==> src/verilog/credit_cfg.svh <==
/*
 * Credit link configuration
 * Sizes of the data word, receiver buffer, item weight and item queue
 */

`ifndef CREDIT_CFG_SVH
`define CREDIT_CFG_SVH

// Width of the item data word
`define CREDIT_DATA_WIDTH 16

// Receiver buffer slots, also the largest credit count
`define CREDIT_MAX_VALUE 24

// Largest weight of one item
`define CREDIT_MAX_CHANGE 4

// Item entries in the receiver queue
// One entry per slot covers every weight
`define CREDIT_ITEM_DEPTH 24

`endif

==> src/verilog/credit_pkg.sv <==
/*
 * Credit link types
 * Credit count, credit change and data word types shared across the link
 */

`include "credit_cfg.svh"

package credit_pkg;

  // Holds 0 to CREDIT_MAX_VALUE
  typedef logic [$clog2(`CREDIT_MAX_VALUE + 1)-1:0] value_t;

  // Holds 0 to CREDIT_MAX_CHANGE
  typedef logic [$clog2(`CREDIT_MAX_CHANGE + 1)-1:0] change_t;

  // Item payload
  typedef logic [`CREDIT_DATA_WIDTH-1:0] data_t;

endpackage

==> src/verilog/credit_counter.sv <==
/*
 * Credit counter
 * Tracks credits with same-cycle increment bypass, a withheld reserve
 * and a decrement grant that only fires when the change fits
 */

`timescale 1ns/1ps

module credit_counter (
  input  logic                clk,
  input  logic                rst_n,
  input  logic                incr_valid,
  input  credit_pkg::change_t incr,
  input  logic                decr_valid,
  input  credit_pkg::change_t decr,
  input  credit_pkg::value_t  initial_value,
  input  credit_pkg::value_t  withhold,
  output logic                decr_ready,
  output credit_pkg::value_t  value,
  output credit_pkg::value_t  available
);

  localparam int VW = $bits(credit_pkg::value_t);

  // One spare bit so value plus increment cannot wrap
  logic [VW:0] incr_amt;
  logic [VW:0] decr_amt;
  logic [VW:0] bypass;
  logic [VW:0] withhold_ext;
  logic [VW:0] next_value;

  assign incr_amt = incr_valid ? (VW + 1)'(incr) : '0;

  // Returned credits count toward this cycle's spend
  assign bypass = (VW + 1)'(value) + incr_amt;
  assign withhold_ext = (VW + 1)'(withhold);

  // Reserve is subtracted with a floor at zero
  always_comb begin
    if (bypass > withhold_ext) begin
      available = credit_pkg::value_t'(bypass - withhold_ext);
    end else begin
      available = '0;
    end
  end

  // Grant only when the whole change fits in what is spendable
  assign decr_ready = ((VW + 1)'(decr) <= (VW + 1)'(available)) && (available != '0);

  assign decr_amt = (decr_valid && decr_ready) ? (VW + 1)'(decr) : '0;
  assign next_value = bypass - decr_amt;

  // Initial value is reloaded on every reset cycle
  always_ff @(posedge clk) begin
    if (!rst_n) begin
      value <= initial_value;
    end else begin
      value <= credit_pkg::value_t'(next_value);
    end
  end

endmodule

==> src/verilog/credit_sender.sv <==
/*
 * Credit sender
 * Accepts weighted requests against the credit counter and puts each
 * accepted item on the link as a one-cycle pulse
 */

`timescale 1ns/1ps

module credit_sender (
  input  logic                clk,
  input  logic                rst_n,

  // Request side
  input  logic                req_valid,
  input  credit_pkg::data_t   req_data,
  input  credit_pkg::change_t req_weight,
  output logic                req_ready,

  // Counter configuration
  input  credit_pkg::value_t  initial_credit,
  input  credit_pkg::value_t  withhold,

  // Credits coming back from the receiver
  input  logic                ret_valid,
  input  credit_pkg::change_t ret_weight,

  // Link towards the receiver
  output logic                link_valid,
  output credit_pkg::data_t   link_data,
  output credit_pkg::change_t link_weight,

  // Observation
  output credit_pkg::value_t  value,
  output credit_pkg::value_t  available
);

  logic decr_ready;
  logic accept;

  // A request is a decrement of its weight
  credit_counter u_counter (
    .clk           (clk),
    .rst_n         (rst_n),
    .incr_valid    (ret_valid),
    .incr          (ret_weight),
    .decr_valid    (req_valid),
    .decr          (req_weight),
    .initial_value (initial_credit),
    .withhold      (withhold),
    .decr_ready    (decr_ready),
    .value         (value),
    .available     (available)
  );

  assign req_ready = decr_ready;
  assign accept = req_valid && decr_ready;

  // Link strobe rises one cycle after acceptance
  always_ff @(posedge clk) begin
    if (!rst_n) begin
      link_valid <= 1'b0;
    end else begin
      link_valid <= accept;
    end
  end

  // Payload only moves on acceptance
  always_ff @(posedge clk) begin
    if (accept) begin
      link_data <= req_data;
      link_weight <= req_weight;
    end
  end

endmodule

==> src/verilog/credit_receiver.sv <==
/*
 * Credit receiver
 * In-order item queue fed by the link and drained by the sink;
 * each popped item returns its weight as credits one cycle later
 */

`timescale 1ns/1ps

`include "credit_cfg.svh"

module credit_receiver (
  input  logic                clk,
  input  logic                rst_n,

  // Link from the sender
  input  logic                link_valid,
  input  credit_pkg::data_t   link_data,
  input  credit_pkg::change_t link_weight,

  // Sink
  output logic                sink_valid,
  output credit_pkg::data_t   sink_data,
  output credit_pkg::change_t sink_weight,
  input  logic                sink_ready,

  // Credit return
  output logic                ret_valid,
  output credit_pkg::change_t ret_weight
);

  localparam int DEPTH = `CREDIT_ITEM_DEPTH;
  localparam int PW = $clog2(DEPTH);
  localparam int CW = $clog2(DEPTH + 1);

  credit_pkg::data_t   data_mem   [DEPTH];
  credit_pkg::change_t weight_mem [DEPTH];

  logic [PW-1:0] wr_ptr;
  logic [PW-1:0] rd_ptr;
  logic [CW-1:0] count;
  logic          push;
  logic          pop;

  // The link has no back-pressure since credits guarantee the space
  assign push = link_valid;
  assign pop = sink_valid && sink_ready;

  // Oldest entry is always on the sink
  assign sink_valid = (count != '0);
  assign sink_data = data_mem[rd_ptr];
  assign sink_weight = weight_mem[rd_ptr];

  always_ff @(posedge clk) begin
    if (push) begin
      data_mem[wr_ptr] <= link_data;
      weight_mem[wr_ptr] <= link_weight;
    end
  end

  // Pointers wrap at DEPTH, which need not be a power of two
  always_ff @(posedge clk) begin
    if (!rst_n) begin
      wr_ptr <= '0;
      rd_ptr <= '0;
      count <= '0;
    end else begin
      if (push) begin
        wr_ptr <= (wr_ptr == PW'(DEPTH - 1)) ? '0 : wr_ptr + 1'b1;
      end
      if (pop) begin
        rd_ptr <= (rd_ptr == PW'(DEPTH - 1)) ? '0 : rd_ptr + 1'b1;
      end
      if (push && !pop) begin
        count <= count + 1'b1;
      end else if (pop && !push) begin
        count <= count - 1'b1;
      end
    end
  end

  // Return strobe trails the pop by one cycle
  always_ff @(posedge clk) begin
    if (!rst_n) begin
      ret_valid <= 1'b0;
    end else begin
      ret_valid <= pop;
    end
  end

  always_ff @(posedge clk) begin
    if (pop) begin
      ret_weight <= weight_mem[rd_ptr];
    end
  end

endmodule

==> src/verilog/credit_link_top.sv <==
/*
 * Credit link top
 * Sender with its credit counter, joined to the receiver by the item
 * link and the credit return path
 */

`timescale 1ns/1ps

module credit_link_top (
  input  logic                clk,
  input  logic                rst_n,
  input  logic                req_valid,
  input  credit_pkg::data_t   req_data,
  input  credit_pkg::change_t req_weight,
  output logic                req_ready,
  input  credit_pkg::value_t  initial_credit,
  input  credit_pkg::value_t  withhold,
  output logic                sink_valid,
  output credit_pkg::data_t   sink_data,
  output credit_pkg::change_t sink_weight,
  input  logic                sink_ready,
  output credit_pkg::value_t  value,
  output credit_pkg::value_t  available
);

  // Link
  logic                link_valid;
  credit_pkg::data_t   link_data;
  credit_pkg::change_t link_weight;

  // Credit return
  logic                ret_valid;
  credit_pkg::change_t ret_weight;

  credit_sender u_sender (
    .clk            (clk),
    .rst_n          (rst_n),
    .req_valid      (req_valid),
    .req_data       (req_data),
    .req_weight     (req_weight),
    .req_ready      (req_ready),
    .initial_credit (initial_credit),
    .withhold       (withhold),
    .ret_valid      (ret_valid),
    .ret_weight     (ret_weight),
    .link_valid     (link_valid),
    .link_data      (link_data),
    .link_weight    (link_weight),
    .value          (value),
    .available      (available)
  );

  credit_receiver u_receiver (
    .clk         (clk),
    .rst_n       (rst_n),
    .link_valid  (link_valid),
    .link_data   (link_data),
    .link_weight (link_weight),
    .sink_valid  (sink_valid),
    .sink_data   (sink_data),
    .sink_weight (sink_weight),
    .sink_ready  (sink_ready),
    .ret_valid   (ret_valid),
    .ret_weight  (ret_weight)
  );

endmodule

==> config.mk <==
export PLATFORM = sky130hd
export DESIGN_NAME = credit_link_top
export DESIGN_NICKNAME = d
export VERILOG_FILES = /design/src/verilog/credit_pkg.sv /design/src/verilog/credit_counter.sv /design/src/verilog/credit_sender.sv /design/src/verilog/credit_receiver.sv /design/src/verilog/credit_link_top.sv
export VERILOG_INCLUDE_DIRS = /design/src /design/src/verilog
export SDC_FILE = /design/constraint.sdc
export NUM_CORES = 1
export LEC_CHECK = 0
export ABC_AREA = 1
export BUFFER_PORTS_ARGS = -buffer_cell sky130_fd_sc_hd__buf_2
export CORE_MARGIN = 8
export CORE_UTILIZATION = 55
export CTS_BUF_LIST = sky130_fd_sc_hd__clkbuf_4 sky130_fd_sc_hd__clkbuf_8
export CTS_CLUSTER_DIAMETER = 30
export CTS_CLUSTER_SIZE = 10
export DETAILED_ROUTE_END_ITERATION = 10
export PLACE_DENSITY = 0.72
export RECOVER_POWER = 50
export SLEW_MARGIN = 25
export SYNTH_ARGS = -nofsm -noshare
export SYNTH_HDL_FRONTEND = slang
export SYNTH_SLANG_ARGS = --single-unit
==> constraint.sdc <==
create_clock -name clk -period 5 [get_ports clk]
set_input_delay 0.25 -clock clk [delete_from_list [all_inputs] [get_ports clk]]
set_output_delay 0.25 -clock clk [all_outputs]
set_load 0.01 [all_outputs]
==> flow_metrics.tcl <==
set metrics [dict create \
    synth-edff-count 478 \
    fmax_ghz 0.211 \
    finalMaxSlewViolations 0 \
    core_um2 36400 \
    cp.required_ps 5520 \
    synth_largest_area_cell "edfxtp_1" \
    ys_seq_area_frac 0.735 \
    antenna_found_initial 1 \
    relSlewSlack 0.332 \
    grt_usage 0.219 \
    hold_class "in2reg" \
    vias 13100 \
    routabilityCongestion 0.854 \
    synth-async-reset-ratio 0 \
    clk_latency_ps 630 \
    grt_start_max_net_pins 165 \
    cp_slowest_cell "fa_1" \
    synth_nets 1605 \
    tightestPinTransition_ps 1000 \
    root_buffer "clkbuf_8" \
    syn_to_final_growth_pct 15.3 \
    drt_first_pass_iters 7 \
    wl_per_cell_um 22.0 \
    final_common_cell "edfxtp_1" \
    hold_viol_final 0 \
    crit_type "reg2reg" \
    min_period_over_period 0.948 \
    cts-buffers-inserted 89 \
    end_kind "register" \
    synthDistinctLibCells 36 \
    viasPerCell 5.96 \
    max_stage_delay_ps 550 \
    synth_area_leaders "edfxtp_1 (71%), nor2_1 (5.3%), o21ai_0 (4.4%)" \
    wirelength_mm 48.6 \
    gr-total-overflow 0 \
    fin_crit_ps 4740 \
    p_leak_nw 7.96 \
    fin_skew_ps 33.2 \
    postSynthAreaPerCell_um2 13.1 \
    use_met2 0.360 \
    power_w 0.0133 \
    status "finished clean" \
    setup_viol 0 \
    dieArea_um2 43300 \
    peakVddDrop_v 0.000517 \
    nets 1724 \
    fin_util 0.642 \
    synth_cells 1545 \
    yosysTopAreaCellShare 0.708 \
    hpwl_mm 25.8 \
    ioPinCount 64 \
    final_cell_mix "edfxtp_1 (478), nor2_1 (265), o21ai_0 (180)" \
    clockBufferDepth 3 \
    power-per-cell-area_nw_per_um2 570 \
    cts_tree "built" \
    synth-seq-cells 505 \
    htreeDepth 3 \
    drtAntennaViolNets 0 \
    cts.sinks 505 \
    first_iter_violations 1346 \
    use_met1 0.287 \
    cp_max_fo 4 \
    synthFlopType "edfxtp_1" \
    syn_area_um2 20300 \
    start_util 0.556 \
    crit_path_frequent_cell "nand2_1" \
    port_buffers 63 \
    clk_pin_slew_ps 60 \
    cp.arrival_ps 5260 \
    cap_violations 0 \
    drcViolationCount 0 \
    num_rows 70 \
    drive_above_1_share 0.158 \
    grt_pass1_wl_mm 74.2 \
    busiest_layer "met2" \
    ys_warn_count 0 \
    use_met3 0.0404 \
    startpoint_type "register" \
    die_w_um 208 \
    grt_pass1_vias 13100 \
    die_height_um 208 \
]
where the power goes:
part           internal [W]  switching, W  total [W]
combinational      0.000925       0.00185    0.00277
sequential          0.00549      0.000713    0.00620
clock               0.00256       0.00180    0.00436
total               0.00897       0.00436     0.0133
logic make-up (layout without fill, tap and decap cells):
kind of cell	count (synthesis)	after routing	share of synthesized area
AO/OA/AOI/OAI	428	428	0.125
XOR/XNOR	11	11	0.00475
adder cells (fa/ha/maj)	27	27	0.0181
buffers and inverters	155	347	0.0363
flip-flops	505	505	0.735
other	0	1	0
AND/OR/NAND/NOR	419	419	0.0815
what timing repair did:
action,in CTS,in global routing
hold endpoints to repair,35,0
hold buffers,28,0
setup buffers,0,2
resized for setup,0,2
endpoints found under the setup margin,0,1
flip-flops by register name (all words and copies together) (netlist names), named ones only:
signal	flops
u_sender.u_counter.value	5
u_receiver.weight_mem	72
u_receiver.ret_valid	1
u_receiver.wr_ptr	5
u_sender.link_weight	3
u_receiver.data_mem	384
u_receiver.rd_ptr	5
u_receiver.count	5
u_receiver.ret_weight	3
u_sender.link_data	16
u_sender.link_valid	1
per-stage QoR:
| stage | std cells | setup TNS (ps) | area, µm² | hold WS (ps) | worst slack, ps |
|---|---|---|---|---|---|
| 6_report | 2206 | 0 | 23400 | 367 | 259 |
| 5_1_grt | 2206 | -110 | 23400 | 336 | -110 |
| 4_1_cts | 2203 | 0 | 23400 | 321 | 337 |
| 3_5_place_dp | 2011 | 0 | 21000 | 428 | 365 |
| 3_3_place_gp | 2011 | 0 | 21000 | 428 | 545 |
| 2_1_floorplan | 1545 | 0 | 20300 | 349 | 641 |
Yosys cell counts (all sizes together) (2+ instances only):
cell and count:
clkbuf 33, a31oi 2, a21o 2, o22ai 31, fa 4, nand3 37
edfxtp 478, o21ai 279, clkinv 3, ha 23, xnor2 3, o211ai 24
nand2 82, inv 55, a211oi 2, a21oi 15, nor3 5, nor2 288
xor2 8, buf 64, dfxtp 27, nand4 5, o221ai 71
area by class of cell:
class	count	area, µm²
diodes	1	2.50
clock buffers	99	1320
clock inverters	65	769
fillers	2596	13100
inverters	58	226
multi-input cells	885	4720
flip-flops and latches	505	14900
well taps	468	586
repair buffers	125	861
worst paths after layout:
kind,startpoint,endpoint,slack [ps],cells past startpoint
min reg2reg,u_receiver.count[4]$_SDFFE_PN0P_,u_receiver.count[4]$_SDFFE_PN0P_,480,2
max reg2reg,u_receiver.ret_weight[0]$_DFFE_PP_,u_sender.u_counter.value[4]$_DFF_P_,260,31
min,req_data[2],u_sender.link_data[2]$_DFFE_PN_,370,2
max,u_receiver.ret_weight[0]$_DFFE_PP_,u_sender.u_counter.value[4]$_DFF_P_,260,31
critical path, delay by kind of cell (launching register included):
family                     cells  cell delay [ps]
and+or+nand+nor               16             1350
AOI/OAI and AO/OA              3              350
buffers and inverters          6              480
adders and majority gates      6             2110
DFF                            1              370
per-layer routing:
metal  wire length [µm]  part of all wire
met1              20300              0.42
met2              23300              0.48
met3               3470             0.071
met4               1460             0.030
met5                  0                 0
Power figures use the tool's default switching activity.
